==> src/mem_map_pkg.sv <==
// SDRAM memory map of the board
// Word and address types, bank offsets, download region starts
package mem_map_pkg;

    typedef logic [21:0] sdram_addr_t;  // SDRAM word address
    typedef logic [31:0] sdram_data_t;  // Addressed word in the low half
    typedef logic [15:0] word_t;
    typedef logic [ 1:0] wmask_t;       // Byte enables, active low like dsn

    // CPU ROM starts at word 0
    localparam sdram_addr_t VRAM_OFFSET = 22'h10_0000;  // Work RAM and tilemap
    localparam sdram_addr_t GFX_OFFSET  = 22'h20_0000;  // Graphics ROM

    // Byte offset in the download stream
    localparam logic [24:0] BA1_START = 25'h100;

endpackage

==> src/slot_ctrl_pkg.sv <==
// State encodings for the slot controllers, loader and arbiter
// Requester codes for the shared SDRAM port
package slot_ctrl_pkg;

    // Slot controllers and the ROM loader
    typedef enum logic [1:0] {
        IDLE,
        WAIT_ACK,
        WAIT_RDY
    } slot_state_t;

    typedef enum logic {
        FREE,
        BUSY
    } arb_state_t;

    typedef enum logic [1:0] {
        LOADER,
        BANK0,
        BANK1
    } req_sel_t;

endpackage

==> src/s16_bank_arbiter.sv <==
// Owner of the shared SDRAM port
// Round-robin between the banks, loader only while downloading
`timescale 1ns/1ps

module s16_bank_arbiter import mem_map_pkg::*, slot_ctrl_pkg::*; (
    input  logic        clk,
    input  logic        rst,
    input  logic        downloading,
    // ROM loader, writes only
    input  logic        ld_req,
    input  sdram_addr_t ld_addr,
    input  word_t       ld_din,
    input  wmask_t      ld_mask,
    output logic        ld_ack,
    output logic        ld_rdy,
    input  logic        ba0_req,
    input  sdram_addr_t ba0_addr,
    input  logic        ba0_wr,
    input  word_t       ba0_din,
    input  wmask_t      ba0_mask,
    output logic        ba0_ack,
    output logic        ba0_rdy,
    // Bank 1 reads only
    input  logic        ba1_req,
    input  sdram_addr_t ba1_addr,
    output logic        ba1_ack,
    output logic        ba1_rdy,
    output sdram_addr_t sdram_addr,
    output logic        sdram_rd,
    output logic        sdram_wr,
    output word_t       sdram_din,
    output wmask_t      sdram_din_m,
    input  logic        sdram_ack,
    input  logic        sdram_rdy
);

arb_state_t st;
req_sel_t   owner, last_bank, grant;
logic       cmd_on;         // Command shown until ack
logic       grant_go;
logic       own_wr;

always_comb begin
    grant    = LOADER;
    grant_go = st == FREE || sdram_rdy;     // Hand over right at rdy
    if (ld_req) begin
        grant = LOADER;
    end else if (downloading) begin
        grant_go = 1'b0;
    end else if (ba0_req && (!ba1_req || last_bank == BANK1)) begin
        grant = BANK0;
    end else if (ba1_req) begin
        grant = BANK1;
    end else begin
        grant_go = 1'b0;
    end
end

always_ff @(posedge clk) begin
    if (rst) begin
        st        <= FREE;
        owner     <= LOADER;
        last_bank <= BANK1;     // So BANK0 goes first
        cmd_on    <= 1'b0;
    end else begin
        if (sdram_ack) cmd_on <= 1'b0;
        if (grant_go) begin
            st     <= BUSY;
            owner  <= grant;
            cmd_on <= 1'b1;
            if (grant != LOADER) last_bank <= grant;
        end else if (sdram_rdy) begin
            st <= FREE;
        end
    end
end

always_comb begin
    case (owner)
        BANK0: begin
            sdram_addr  = ba0_addr;
            sdram_din   = ba0_din;
            sdram_din_m = ba0_mask;
            own_wr      = ba0_wr;
        end
        BANK1: begin
            sdram_addr  = ba1_addr;
            sdram_din   = '0;
            sdram_din_m = 2'b11;
            own_wr      = 1'b0;
        end
        default: begin
            sdram_addr  = ld_addr;
            sdram_din   = ld_din;
            sdram_din_m = ld_mask;
            own_wr      = 1'b1;
        end
    endcase
end

assign sdram_rd = cmd_on && !own_wr;
assign sdram_wr = cmd_on && own_wr;

// Strobes go back to the owner only
assign ld_ack  = cmd_on && sdram_ack && owner == LOADER;
assign ba0_ack = cmd_on && sdram_ack && owner == BANK0;
assign ba1_ack = cmd_on && sdram_ack && owner == BANK1;
assign ld_rdy  = st == BUSY && sdram_rdy && owner == LOADER;
assign ba0_rdy = st == BUSY && sdram_rdy && owner == BANK0;
assign ba1_rdy = st == BUSY && sdram_rdy && owner == BANK1;

endmodule

==> src/s16_dwnld.sv <==
// ROM loader
// Packs download bytes into 16-bit SDRAM writes, one write per byte pair
`timescale 1ns/1ps

module s16_dwnld import mem_map_pkg::*, slot_ctrl_pkg::*; #(
    parameter bit SWAB = 1'b1
)(
    input  logic        clk,
    input  logic        rst,
    input  logic        downloading,
    input  logic [24:0] ioctl_addr,
    input  logic [ 7:0] ioctl_data,
    input  logic        ioctl_wr,
    output logic        req,
    output sdram_addr_t addr,
    output word_t       din,
    output wmask_t      mask,
    input  logic        ack,
    input  logic        rdy
);

slot_state_t st;
logic [ 7:0] even_byte;     // First byte of the pair
logic [24:0] gfx_rel;       // Offset inside the graphics part
logic        pair_done;

assign gfx_rel   = ioctl_addr - BA1_START;
assign pair_done = downloading && ioctl_wr && ioctl_addr[0];
assign req       = st == WAIT_ACK;
assign mask      = 2'b00;   // Always a full word

always_ff @(posedge clk) begin
    if (rst) begin
        st <= IDLE;
    end else begin
        case (st)
            IDLE:     if (pair_done) st <= WAIT_ACK;
            WAIT_ACK: if (ack) st <= WAIT_RDY;
            WAIT_RDY: if (rdy) st <= IDLE;
            default:  st <= IDLE;
        endcase
    end
end

always_ff @(posedge clk) begin
    if (downloading && ioctl_wr && !ioctl_addr[0]) begin
        even_byte <= ioctl_data;
    end
    if (pair_done) begin
        // 68000 data is big endian
        din <= SWAB ? {even_byte, ioctl_data} : {ioctl_data, even_byte};
        if (ioctl_addr < BA1_START) begin
            addr <= sdram_addr_t'(ioctl_addr[24:1]);     // CPU ROM
        end else begin
            addr <= GFX_OFFSET + sdram_addr_t'(gfx_rel[24:1]);
        end
    end
end

endmodule

==> src/s16_ram_slots.sv <==
// Bank 0 slot controller
// CPU work RAM slot with masked writes, read-only tilemap slot
`timescale 1ns/1ps

module s16_ram_slots import mem_map_pkg::*, slot_ctrl_pkg::*; #(
    parameter int RAM_AW = 15,
    parameter int MAP_AW = 14
)(
    input  logic              clk,
    input  logic              rst,
    input  logic              ram_cs,
    input  logic [RAM_AW-1:0] main_addr,
    input  logic              main_rnw,
    input  word_t             main_dout,
    input  wmask_t            dsn,
    output word_t             ram_data,
    output logic              ram_ok,
    input  logic              map_cs,
    input  logic [MAP_AW-1:0] map_addr,
    output word_t             map_data,
    output logic              map_ok,
    output logic              req,
    output logic              wr,
    output sdram_addr_t       addr,
    output word_t             din,
    output wmask_t            mask,
    input  logic              ack,
    input  logic              rdy,
    input  sdram_data_t       data_read
);

slot_state_t st;
logic        sel_map;           // Tilemap owns the request
sdram_addr_t cpu_sd_addr, map_sd_addr;
sdram_addr_t cpu_addr_l, map_addr_l;
logic        cpu_wr_l;
word_t       cpu_din_l;
wmask_t      cpu_mask_l;
logic        cpu_valid, map_valid;
logic        cpu_hit, map_hit, cpu_same, map_same;
logic        cpu_rdy, map_rdy, map_stale;

assign cpu_sd_addr = VRAM_OFFSET + sdram_addr_t'(main_addr);
assign map_sd_addr = VRAM_OFFSET + sdram_addr_t'(map_addr);

// A read hits a cached read, a write only the same completed write
assign cpu_hit  = ram_cs && cpu_valid && cpu_addr_l == cpu_sd_addr &&
                  (main_rnw ? !cpu_wr_l : (cpu_wr_l && cpu_din_l == main_dout && cpu_mask_l == dsn));
assign cpu_same = ram_cs && addr == cpu_sd_addr &&
                  (main_rnw ? !wr : (wr && din == main_dout && mask == dsn));
assign map_hit  = map_cs && map_valid && map_addr_l == map_sd_addr;
assign map_same = map_cs && addr == map_sd_addr;

assign cpu_rdy   = rdy && !sel_map;
assign map_rdy   = rdy && sel_map;
assign map_stale = cpu_rdy && wr && addr == map_addr_l;    // CPU overwrote the tile word
assign req       = st == WAIT_ACK;

always_ff @(posedge clk) begin
    if (rst) begin
        st <= IDLE;
    end else begin
        case (st)
            IDLE:     if ((ram_cs && !cpu_hit) || (map_cs && !map_hit)) st <= WAIT_ACK;
            WAIT_ACK: if (ack) st <= WAIT_RDY;
            WAIT_RDY: if (rdy) st <= IDLE;
            default:  st <= IDLE;
        endcase
    end
end

// Request fields, frozen once the request leaves IDLE
always_ff @(posedge clk) begin
    if (st == IDLE) begin
        if (ram_cs && !cpu_hit) begin   // CPU first
            sel_map <= 1'b0;
            addr    <= cpu_sd_addr;
            wr      <= !main_rnw;
            din     <= main_dout;
            mask    <= dsn;
        end else begin
            sel_map <= 1'b1;
            addr    <= map_sd_addr;
            wr      <= 1'b0;
        end
    end
end

always_ff @(posedge clk) begin
    if (cpu_rdy) begin
        cpu_addr_l <= addr;
        cpu_wr_l   <= wr;
        cpu_din_l  <= din;
        cpu_mask_l <= mask;
        if (!wr) ram_data <= data_read[15:0];
    end
    if (map_rdy) begin
        map_addr_l <= addr;
        map_data   <= data_read[15:0];
    end
end

always_ff @(posedge clk) begin
    if (rst) begin
        cpu_valid <= 1'b0;
        map_valid <= 1'b0;
        ram_ok    <= 1'b0;
        map_ok    <= 1'b0;
    end else begin
        ram_ok <= cpu_rdy ? cpu_same : cpu_hit;
        map_ok <= map_rdy ? map_same : (map_hit && !map_stale);
        if (cpu_rdy) cpu_valid <= 1'b1;
        if (map_rdy) map_valid <= 1'b1;
        else if (map_stale) map_valid <= 1'b0;
    end
end

endmodule

==> src/s16_rom_slots.sv <==
// Bank 1 slot controller
// Two 32-bit graphics read slots, active while lvbl is high
`timescale 1ns/1ps

module s16_rom_slots import mem_map_pkg::*, slot_ctrl_pkg::*; #(
    parameter int SCR_AW = 17
)(
    input  logic              clk,
    input  logic              rst,
    input  logic              lvbl,
    input  logic [SCR_AW-1:0] scr1_addr,
    input  logic [SCR_AW-1:0] scr2_addr,
    output sdram_data_t       scr1_data,
    output sdram_data_t       scr2_data,
    output logic              scr1_ok,
    output logic              scr2_ok,
    output logic              req,
    output sdram_addr_t       addr,
    input  logic              ack,
    input  logic              rdy,
    input  sdram_data_t       data_read
);

slot_state_t st;
logic        sel;               // Index of the slot in flight
sdram_addr_t slot_addr [2];
sdram_addr_t addr_l    [2];     // Address of the cached data
sdram_data_t data_l    [2];
logic [1:0]  valid, hit, same, ok;

// Each slot address is a 32-bit unit, two SDRAM words
assign slot_addr[0] = GFX_OFFSET + sdram_addr_t'({scr1_addr, 1'b0});
assign slot_addr[1] = GFX_OFFSET + sdram_addr_t'({1'b1, scr2_addr, 1'b0}); // Upper half

assign scr1_data = data_l[0];
assign scr2_data = data_l[1];
assign scr1_ok   = ok[0];
assign scr2_ok   = ok[1];
assign req       = st == WAIT_ACK;

always_comb begin
    for (int i = 0; i < 2; i++) begin
        hit[i]  = lvbl && valid[i] && addr_l[i] == slot_addr[i];
        same[i] = lvbl && addr == slot_addr[i];
    end
end

always_ff @(posedge clk) begin
    if (rst) begin
        st <= IDLE;
    end else begin
        case (st)
            IDLE:     if (lvbl && !(&hit)) st <= WAIT_ACK;
            WAIT_ACK: if (ack) st <= WAIT_RDY;
            WAIT_RDY: if (rdy) st <= IDLE;
            default:  st <= IDLE;
        endcase
    end
end

always_ff @(posedge clk) begin
    if (st == IDLE) begin
        sel  <= hit[0];     // scr1 first
        addr <= hit[0] ? slot_addr[1] : slot_addr[0];
    end
    if (rdy) begin
        addr_l[sel] <= addr;
        data_l[sel] <= data_read;
    end
end

always_ff @(posedge clk) begin
    if (rst) begin
        valid <= '0;
        ok    <= '0;
    end else begin
        for (int i = 0; i < 2; i++) begin
            if (rdy && int'(sel) == i) begin
                valid[i] <= 1'b1;
                ok[i]    <= same[i];    // Address may have moved on
            end else begin
                ok[i] <= hit[i];
            end
        end
    end
end

endmodule

==> src/s16_sdram.sv <==
// Memory glue of the board: ROM loader, RAM and ROM banks
// Shared SDRAM port arbiter and the refresh enable
`timescale 1ns/1ps

module s16_sdram import mem_map_pkg::*; #(
    parameter int RAM_AW = 15,
    parameter int MAP_AW = 14,
    parameter int SCR_AW = 17,
    parameter bit SWAB   = 1'b1
)(
    input  logic              clk,
    input  logic              rst,
    input  logic              lvbl,
    input  logic              downloading,
    // Main CPU
    input  logic [RAM_AW-1:0] main_addr,
    input  word_t             main_dout,
    input  wmask_t            dsn,
    input  logic              main_rnw,
    input  logic              ram_cs,
    output word_t             ram_data,
    output logic              ram_ok,
    // Tilemap
    input  logic [MAP_AW-1:0] map_addr,
    output word_t             map_data,
    output logic              map_ok,
    // Scroll graphics
    input  logic [SCR_AW-1:0] scr1_addr,
    input  logic [SCR_AW-1:0] scr2_addr,
    output sdram_data_t       scr1_data,
    output logic              scr1_ok,
    output sdram_data_t       scr2_data,
    output logic              scr2_ok,
    input  logic [24:0]       ioctl_addr,
    input  logic [ 7:0]       ioctl_data,
    input  logic              ioctl_wr,
    // SDRAM port
    output sdram_addr_t       sdram_addr,
    output logic              sdram_rd,
    output logic              sdram_wr,
    output word_t             sdram_din,
    output wmask_t            sdram_din_m,
    input  logic              sdram_ack,
    input  logic              sdram_rdy,
    input  sdram_data_t       data_read,
    output logic              refresh_en
);

logic        ld_req, ld_ack, ld_rdy;
sdram_addr_t ld_addr;
word_t       ld_din;
wmask_t      ld_mask;
logic        ba0_req, ba0_wr, ba0_ack, ba0_rdy;
sdram_addr_t ba0_addr;
word_t       ba0_din;
wmask_t      ba0_mask;
logic        ba1_req, ba1_ack, ba1_rdy;
sdram_addr_t ba1_addr;

// Refresh enable is lvbl one clock later
always_ff @(posedge clk) begin
    if (rst) refresh_en <= 1'b0;
    else refresh_en <= lvbl;
end

s16_dwnld #(.SWAB(SWAB)) u_dwnld (
    .clk         ( clk         ),
    .rst         ( rst         ),
    .downloading ( downloading ),
    .ioctl_addr  ( ioctl_addr  ),
    .ioctl_data  ( ioctl_data  ),
    .ioctl_wr    ( ioctl_wr    ),
    .req         ( ld_req      ),
    .addr        ( ld_addr     ),
    .din         ( ld_din      ),
    .mask        ( ld_mask     ),
    .ack         ( ld_ack      ),
    .rdy         ( ld_rdy      )
);

s16_ram_slots #(.RAM_AW(RAM_AW), .MAP_AW(MAP_AW)) u_bank0 (
    .clk       ( clk       ),
    .rst       ( rst       ),
    .ram_cs    ( ram_cs    ),
    .main_addr ( main_addr ),
    .main_rnw  ( main_rnw  ),
    .main_dout ( main_dout ),
    .dsn       ( dsn       ),
    .ram_data  ( ram_data  ),
    .ram_ok    ( ram_ok    ),
    .map_cs    ( lvbl      ),   // Tilemap fetches in active video
    .map_addr  ( map_addr  ),
    .map_data  ( map_data  ),
    .map_ok    ( map_ok    ),
    .req       ( ba0_req   ),
    .wr        ( ba0_wr    ),
    .addr      ( ba0_addr  ),
    .din       ( ba0_din   ),
    .mask      ( ba0_mask  ),
    .ack       ( ba0_ack   ),
    .rdy       ( ba0_rdy   ),
    .data_read ( data_read )
);

s16_rom_slots #(.SCR_AW(SCR_AW)) u_bank1 (
    .clk       ( clk       ),
    .rst       ( rst       ),
    .lvbl      ( lvbl      ),
    .scr1_addr ( scr1_addr ),
    .scr2_addr ( scr2_addr ),
    .scr1_data ( scr1_data ),
    .scr2_data ( scr2_data ),
    .scr1_ok   ( scr1_ok   ),
    .scr2_ok   ( scr2_ok   ),
    .req       ( ba1_req   ),
    .addr      ( ba1_addr  ),
    .ack       ( ba1_ack   ),
    .rdy       ( ba1_rdy   ),
    .data_read ( data_read )
);

s16_bank_arbiter u_arbiter (
    .clk         ( clk         ),
    .rst         ( rst         ),
    .downloading ( downloading ),
    .ld_req      ( ld_req      ),
    .ld_addr     ( ld_addr     ),
    .ld_din      ( ld_din      ),
    .ld_mask     ( ld_mask     ),
    .ld_ack      ( ld_ack      ),
    .ld_rdy      ( ld_rdy      ),
    .ba0_req     ( ba0_req     ),
    .ba0_addr    ( ba0_addr    ),
    .ba0_wr      ( ba0_wr      ),
    .ba0_din     ( ba0_din     ),
    .ba0_mask    ( ba0_mask    ),
    .ba0_ack     ( ba0_ack     ),
    .ba0_rdy     ( ba0_rdy     ),
    .ba1_req     ( ba1_req     ),
    .ba1_addr    ( ba1_addr    ),
    .ba1_ack     ( ba1_ack     ),
    .ba1_rdy     ( ba1_rdy     ),
    .sdram_addr  ( sdram_addr  ),
    .sdram_rd    ( sdram_rd    ),
    .sdram_wr    ( sdram_wr    ),
    .sdram_din   ( sdram_din   ),
    .sdram_din_m ( sdram_din_m ),
    .sdram_ack   ( sdram_ack   ),
    .sdram_rdy   ( sdram_rdy   )
);

endmodule

==> config.mk <==
export PLATFORM = sky130hd
export DESIGN_NAME = s16_sdram
export DESIGN_NICKNAME = d
export VERILOG_FILES = /design/src/mem_map_pkg.sv /design/src/slot_ctrl_pkg.sv /design/src/s16_bank_arbiter.sv /design/src/s16_dwnld.sv /design/src/s16_ram_slots.sv /design/src/s16_rom_slots.sv /design/src/s16_sdram.sv
export SDC_FILE = /design/constraint.sdc
export NUM_CORES = 1
export LEC_CHECK = 0
export ABC_CLOCK_PERIOD_IN_PS = 4400
export BUFFER_PORTS_ARGS = -buffer_cell sky130_fd_sc_hd__buf_4
export CAP_MARGIN = 20
export CORE_UTILIZATION = 40
export DETAILED_ROUTE_END_ITERATION = 7
export SYNTH_ARGS = -nofsm -noshare
export SYNTH_HDL_FRONTEND = slang
export SYNTH_HIERARCHICAL = 1
export SYNTH_SLANG_ARGS = --single-unit
==> constraint.sdc <==
create_clock -name clk -period 4.4 [get_ports clk]
set_clock_uncertainty 0.05 [all_clocks]
set_input_delay 0.44 -clock clk [delete_from_list [all_inputs] [get_ports clk]]
set_output_delay 0.44 -clock clk [all_outputs]
set_load 0.1 [all_outputs]
# Word-level counts from Yosys, hierarchy flattened
# Memory sizes are Yosys's and may differ from the RTL's.
# Cells that the tools add are included.
# W data, S select, Z words.
[classes] addsub=6 multipliers=0 div_mod_pow=0 order_cmp=1 eq_ne=31 n_shift=0 n_mux=42 n_bitwise=3 n_reduce_logical=71
[ops] cell="$eq A22 B22 Y1" count=9
[ops] cell="$mux W22" count=3
[ops] cell="$pmux W22 S2" count=1
[ops] cell="$logic_and A1 B1 Y1" count=42
[ops] cell="$eq A16 B16 Y1" count=2
[ops] cell="$pmux W16 S2" count=1
[ops] cell="$mux W2" count=13
[ops] cell="$lt A25 B9 Y1 const B" count=1
[ops] cell="$sub A23 B9 Y23 const B" count=1
[ops] cell="$add A21 B14 Y22 const A" count=1
[ops] cell="$add A21 B15 Y22 const A" count=1
[ops] cell="$add A22 B18 Y22 const A" count=1
[ops] cell="$add A22 B19 Y22 const A" count=1
[ops] cell="$add A22 B22 Y22 const A" count=1
[ops] cell="$mux W1" count=19
[ops] cell="$pmux W2 S3" count=3
[ops] cell="$ne A2 B1 Y1 const B" count=6
[ops] cell="$logic_not A1 Y1" count=11
[ops] cell="$eq A2 B2 Y1 const B" count=5
[ops] cell="$reduce_and A3 Y1" count=3
[ops] cell="$eq A2 B1 Y1 const B" count=4
[ops] cell="$logic_not A2 Y1" count=4
[ops] cell="$reduce_and A2 Y1" count=4
[ops] cell="$reduce_bool A2 Y1" count=4
[ops] cell="other kinds (6)" count=13
[word_totals] register_bits=227 latchBits=0 ramBits=108 romBits=0 inputBits=155 out_inout_bits=143 word_cells=188 n_memories=2
[mem_list] name="u_bank1.data_l" words=2 word_bits=32 read_ports=2 rd_clocked_by_memory_dff=0 wr=1 line_no="s16_rom_slots.sv:28" text="sdram_data_t data_l [2];"
[mem_list] name="u_bank1.addr_l" words=2 word_bits=22 read_ports=2 rd_clocked_by_memory_dff=0 wr=1 line_no="s16_rom_slots.sv:27" text="sdram_addr_t addr_l [2];"

# Longest topological paths before layout
[logic_depth] word_depth=10 depth_mapped=11 depth_no_buf=9

# Cells and area by module
# Netlist, hierarchy kept.
[by_module_without_submodules] mod="s16_ram_slots" n_inst=1 cells_each=327 area_per_inst_um2=5248.8 seq_area_each_um2=3603.5
[by_module_without_submodules] mod="s16_rom_slots" n_inst=1 cells_each=272 area_per_inst_um2=4842.1 seq_area_each_um2=3663.5
[by_module_without_submodules] mod="s16_dwnld" n_inst=1 cells_each=117 area_per_inst_um2=1875.5 seq_area_each_um2=1421.4
[by_module_without_submodules] mod="s16_bank_arbiter" n_inst=1 cells_each=183 area_per_inst_um2=1056.0 seq_area_each_um2=120.1
[by_module_without_submodules] mod="s16_sdram" n_inst=1 cells_each=2 area_per_inst_um2=33.8 seq_area_each_um2=20.0

# Worst setup path after synthesis
# OpenSTA, ideal clock, no wires.
[synth_timing] kind="reg2reg" from="register u_arbiter.owner[1]" to="register u_bank0.ram_data[0] (enable)" setup_time_ns=0.390 arrival_time_ns=3.736 required_time_ns=3.960 setup_slack_ns=0.223 stages_incl_launch_ff=8 n_path_buf=2 period_less_slack_ns=4.177 cell_sequence="dfxtp_1 -> inv_1 -> ha_1 -> buf_2 -> clkbuf_1 -> and3_2 -> nor2b_1 -> nor2b_1"
[synth_between] elab_chain_len=4
[synth_rtl] item="start, declared" line_no="s16_bank_arbiter.sv:38" text="req_sel_t owner, last_bank, grant;"
[synth_rtl] item="start signal, assigned" line_no="s16_bank_arbiter.sv:69" text="owner <= grant;"
[synth_rtl] item="$eq A2 B1 Y1" line_no="s16_bank_arbiter.sv:109" text="assign ba0_rdy = st == BUSY && sdram_rdy && owner == BANK0;"
[synth_rtl] item="$logic_and A1 B1 Y1" line_no="s16_bank_arbiter.sv:109"
[synth_rtl] item="named net ba0_rdy" line_no="s16_sdram.sv:53" text="logic ba0_req, ba0_wr, ba0_ack, ba0_rdy;"
[synth_rtl] item="$logic_and A1 B1 Y1" line_no="s16_ram_slots.sv:54" text="assign cpu_rdy = rdy && !sel_map;"
[synth_rtl] item="named net u_bank0.cpu_rdy" line_no="s16_ram_slots.sv:41" text="logic cpu_rdy, map_rdy, map_stale;"
[synth_rtl] item="$reduce_and A2 Y1 (no line)"
[synth_rtl] item="end signal, assigned" line_no="s16_ram_slots.sv:95" text="if (!wr) ram_data <= data_read[15:0];"
[synth_rtl] item="end, declared" line_no="s16_ram_slots.sv:16" text="output word_t ram_data,"
# The timed path passes the listed nets, and every way through them passes these cells.
# A chain may end at the register's enable or synchronous reset.

# Final worst setup path
[layout_timing] from="register u_arbiter.owner[1]" to="output port sdram_addr[7]"
[layout_between] elab_chain_len=2 word_cells_on_any_way=3 cone_classes="eq/ne (2); mux (1)"
[layout_rtl] item="$eq A2 B2 Y1 / $eq A2 B1 Y1 (equally long branches)" line_no="s16_bank_arbiter.sv:79" text="case (owner)"
[layout_rtl] item="$pmux W22 S2 *" line_no="s16_bank_arbiter.sv:79"
[layout_rtl] item="end, declared" line_no="s16_sdram.sv:38" text="output sdram_addr_t sdram_addr,"
# Every way passes the cells marked *; elsewhere a longest branch is shown, timed or not.

==> flow_metrics.py <==
metrics = {
    "sta": {
        "finalHoldViolCount": 0,
        "relSlewSlack_pct": 38.38,
        "slew_viol_final": 0,
        "fmax_mhz": 292.8,
        "tns_ns": 0,
        "setup_viol": 0,
        "setup_ws_ns": 0.9843,
        "finalCritPeriodShare_pct": 77.63,
        "rsz0062_at_grt": "no",
        "worst_pin_slew_ns": 0.9243,
        "min_period_ns": 3.416,
    },
    "hold_path": {
        "worst_hold_path_type": "input port to flop",
        "hp-start": "ioctl_data[5]",
        "hold-path-cell-count": 1,
    },
    "run": {
        "drv_cap": 0,
    },
    "global_routing": {
        "grt_antenna_before_repair": 1,
        "grt-ovfl-total": 0,
        "grt_max_degree": 44,
        "grt_pass1_wl_mm": 50.27,
        "grt_pass1_vias": 8283,
        "grt_usage_pct": 19.95,
    },
    "power_and_ir_drop": {
        "power.density_mw_per_mm2": 408.1,
        "p_comb_share_pct": 15.3,
        "switching_share_pct": 27.58,
        "p_switching_mw": 1.912,
        "p_leak_nw": 6.194,
        "max-vdd-ir-drop_mv": 0.3211,
        "p_clk_share_pct": 36.8,
        "power_frac_seq_pct": 47.9,
        "intPower_mw": 5.020,
    },
    "synth": {
        "yosysSeqAreaShare_pct": 67.62,
        "yosysWarnings": 6,
        "ys_async_sr_fraction_pct": 0,
        "synth_xor_xnor_area_share_pct": 12.48,
        "synth_top_family_by_area": "XOR/XNOR gates",
        "ys.flop_type": "edfxtp_1",
        "synthSimpleGateAreaFrac_pct": 8.903,
        "synth.distinct_cells": 59,
        "yosys-mux-area-fraction_pct": 2.980,
        "ys_seq_elements": 301,
        "synthDominantCellAreaShare_pct": 64.40,
        "synth_edf_count": 280,
        "synthAdderAreaFrac_pct": 0.3833,
        "synthCells": 901,
        "syn_area_mm2": 0.01306,
        "synth_area_per_cell_um2": 14.49,
        "synthTopCellsByArea": "edfxtp_1 (64%), xnor2_1 (6.8%), xor2_1 (5.6%)",
        "yosys.area.top_type": "edfxtp_1",
        "synth_compound_area_share_pct": 5.117,
    },
    "clock_network": {
        "ctsHtreeMaxLevel": 1,
        "insertion_delay_ns": 0.56,
        "clock_sinks": 301,
        "clk_path_buf_depth": 3,
        "clk_pin_slew_ns": 0.06,
        "post_cts_buffers": 0,
        "cts_made_buffers": 31,
        "cts_tree": "built",
        "cts_root_buf": "clkbuf_16",
    },
    "cells_and_area": {
        "fillers": 2763,
        "antenna_cells": 0,
        "fin_area_mm2": 0.01698,
        "layout.nets": 1401,
        "area_growth_pct": 30.08,
        "layout_common_cells": "buf_4 (311), edfxtp_1 (280), xnor2_1 (102)",
        "drive_gt1_share_pct": 32.23,
        "final_common_cell": "buf_4",
    },
    "place": {
        "gp_congestion": 0.8279,
        "port_buffers": 297,
        "pre_cts_ws_ns": 1.550,
        "place_hpwl_mm": 24.90,
        "placement.cell_area_mm2": 0.01578,
    },
    "die": {
        "core_area_mm2": 0.03180,
        "die_height_um": 182.7,
        "die_area_mm2": 0.03337,
        "rows": 65,
        "die_w_um": 182.7,
        "initial_core_util_pct": 41.06,
        "pin_count": 298,
    },
    "route": {
        "dr.pass1.iters": 5,
        "wl_per_cell_um": 19.89,
        "drc_errors": 0,
        "vias_per_cell": 4.921,
        "num_vias": 8370,
        "drtIter0Drc": 513,
        "ant_nets": 0,
        "totalWireLength_mm": 33.84,
    },
    "setup_path": {
        "crit_top_cell": "buf_4",
        "end_kind": "output pin",
        "startpoint": "u_arbiter/owner[1]",
        "cp.required_ns": 3.91,
        "critPathTopFamily": "buffers and inverters",
        "critPathSlowestCell": "ha_2",
        "worst-path-max-fanout": 43,
        "critPathLaunchType": "flop",
        "cp.arrival_ns": 2.93,
        "rr_worst_depth": 6,
        "regToRegStartpoint": "u_bank0/cpu_mask_l[1]",
        "slowest_delay_ns": 0.80,
        "cp_num_buf_inv": 3,
        "crit_chain": "inv_1 -> ha_2 -> buf_4 -> nor2_1 -> a21oi_1 -> buf_4",
        "path_depth": 6,
        "crit_type": "flop to output pin",
    },
    "run_status": {
        "status": "finished clean",
    },
}
[per-stage QoR]
| step | hold WS, ns | std cells | power [mW] | utilization, % |
|---|---|---|---|---|
| 6_report | 0.01678 | 1701 | 6.931 | 53.41 |
| 2_1_floorplan | 0.3503 | 909 | 4.043 | - |
| 3_5_place_dp | 0.3545 | 1621 | 4.430 | 49.62 |
| 5_1_grt | 0.002570 | 1701 | 7.177 | 53.41 |
| 4_1_cts | 0.00009437 | 1700 | 7.001 | 53.38 |
| 3_3_place_gp | 0.3502 | 1621 | 4.427 | 49.62 |
[flip-flops by register name (all words and copies together) (netlist names), 2 cells and up]
register	flops
u_dwnld/din	16
u_bank1/data_l	64
u_dwnld/even_byte	8
u_arbiter/last_bank	2
u_bank1/valid	2
u_bank0/din	16
u_bank1/addr_l	36
u_dwnld/st	2
u_bank1/addr	17
u_dwnld/addr	22
u_bank0/cpu_addr_l	15
u_bank0/map_data	16
u_bank0/map_addr_l	15
u_bank0/cpu_mask_l	2
u_bank0/ram_data	16
u_bank0/cpu_din_l	16
u_bank0/mask	2
u_bank0/st	2
u_bank0/addr	15
u_bank1/st	2
u_bank1/ok	2
u_arbiter/owner	2
[power groups by stage]
stage / combinational (mW) / sequential, mW / clock [mW]
CTS: 1.07 / 3.32 / 2.61
floorplan: 0.686 / 3.36 / 0
finish: 1.06 / 3.32 / 2.55
global placement: 1.04 / 3.38 / 0
detailed placement: 1.05 / 3.38 / 0
global route: 1.12 / 3.33 / 2.73
[synthesized netlist by cell type, drive strengths merged (8+ instances only)]
| library cell | number |
|---|---|
| a22oi | 23 |
| buf | 23 |
| mux2 | 32 |
| o21ai | 26 |
| nor4 | 30 |
| a21oi | 39 |
| clkbuf | 11 |
| xor2 | 84 |
| nand4 | 22 |
| nor3 | 10 |
| and3 | 8 |
| dfxtp | 21 |
| inv | 26 |
| nand2 | 13 |
| nand3 | 28 |
| xnor2 | 102 |
| nor2b | 12 |
| nor2 | 58 |
| edfxtp | 280 |
[kinds of logic (layout without fill, tap and decap cells)]
family / Yosys count / after routing
other: 5 / 13
XOR/XNOR: 186 / 186
AO/OA/AOI/OAI: 106 / 106
flip-flops: 301 / 301
adder cells (fa/ha/maj): 4 / 4
multiplexers: 33 / 33
AND/OR/NAND/NOR: 206 / 206
buffers and inverters: 60 / 417
[final timing paths]
| path | end | slack, ns |
|---|---|---|
| max reg2reg | u_bank0/addr[1] | 1.76 |
| max | sdram_addr[7] | 0.98 |
| min | u_dwnld/din[5] | 0.02 |
| min reg2reg | u_dwnld/din[10] | 0.36 |
[what timing repair did]
| item | in CTS | in global routing |
|---|---|---|
| hold buffers | 22 | 1 |
| hold endpoints to repair | 39 | 2 |
| gates resized for setup | 0 | 0 |
[routing by layer]
layer,track usage [%],wire (µm),share of wire (%)
met5,0,13,0.038
met4,4.706,682,2.0
met3,4.011,2265,6.7
met2,32.84,15850,47
met1,27.10,15030,44
[layout make-up]
cell class,instances,area (µm²),share of cell area (%)
clock buffer,39,805.8,4.744
clock inverter,18,170.2,1.002
inverter,26,97.59,0.5746
multi-input combinational,548,3973,23.39
sequential,301,8828,51.98
tap,435,544.3,3.205
timing repair buffer,334,2565,15.10
[worst register-to-register path: stages (launching register included)]
cell	delay, ns
edfxtp_1	0.38
xnor2_1	0.22
nand4_1	0.14
nor4_1	0.27
a41oi_1	0.27
o21ai_4	0.66
mux2_2	0.41
Note: power is estimated with default switching activity, not from simulation.
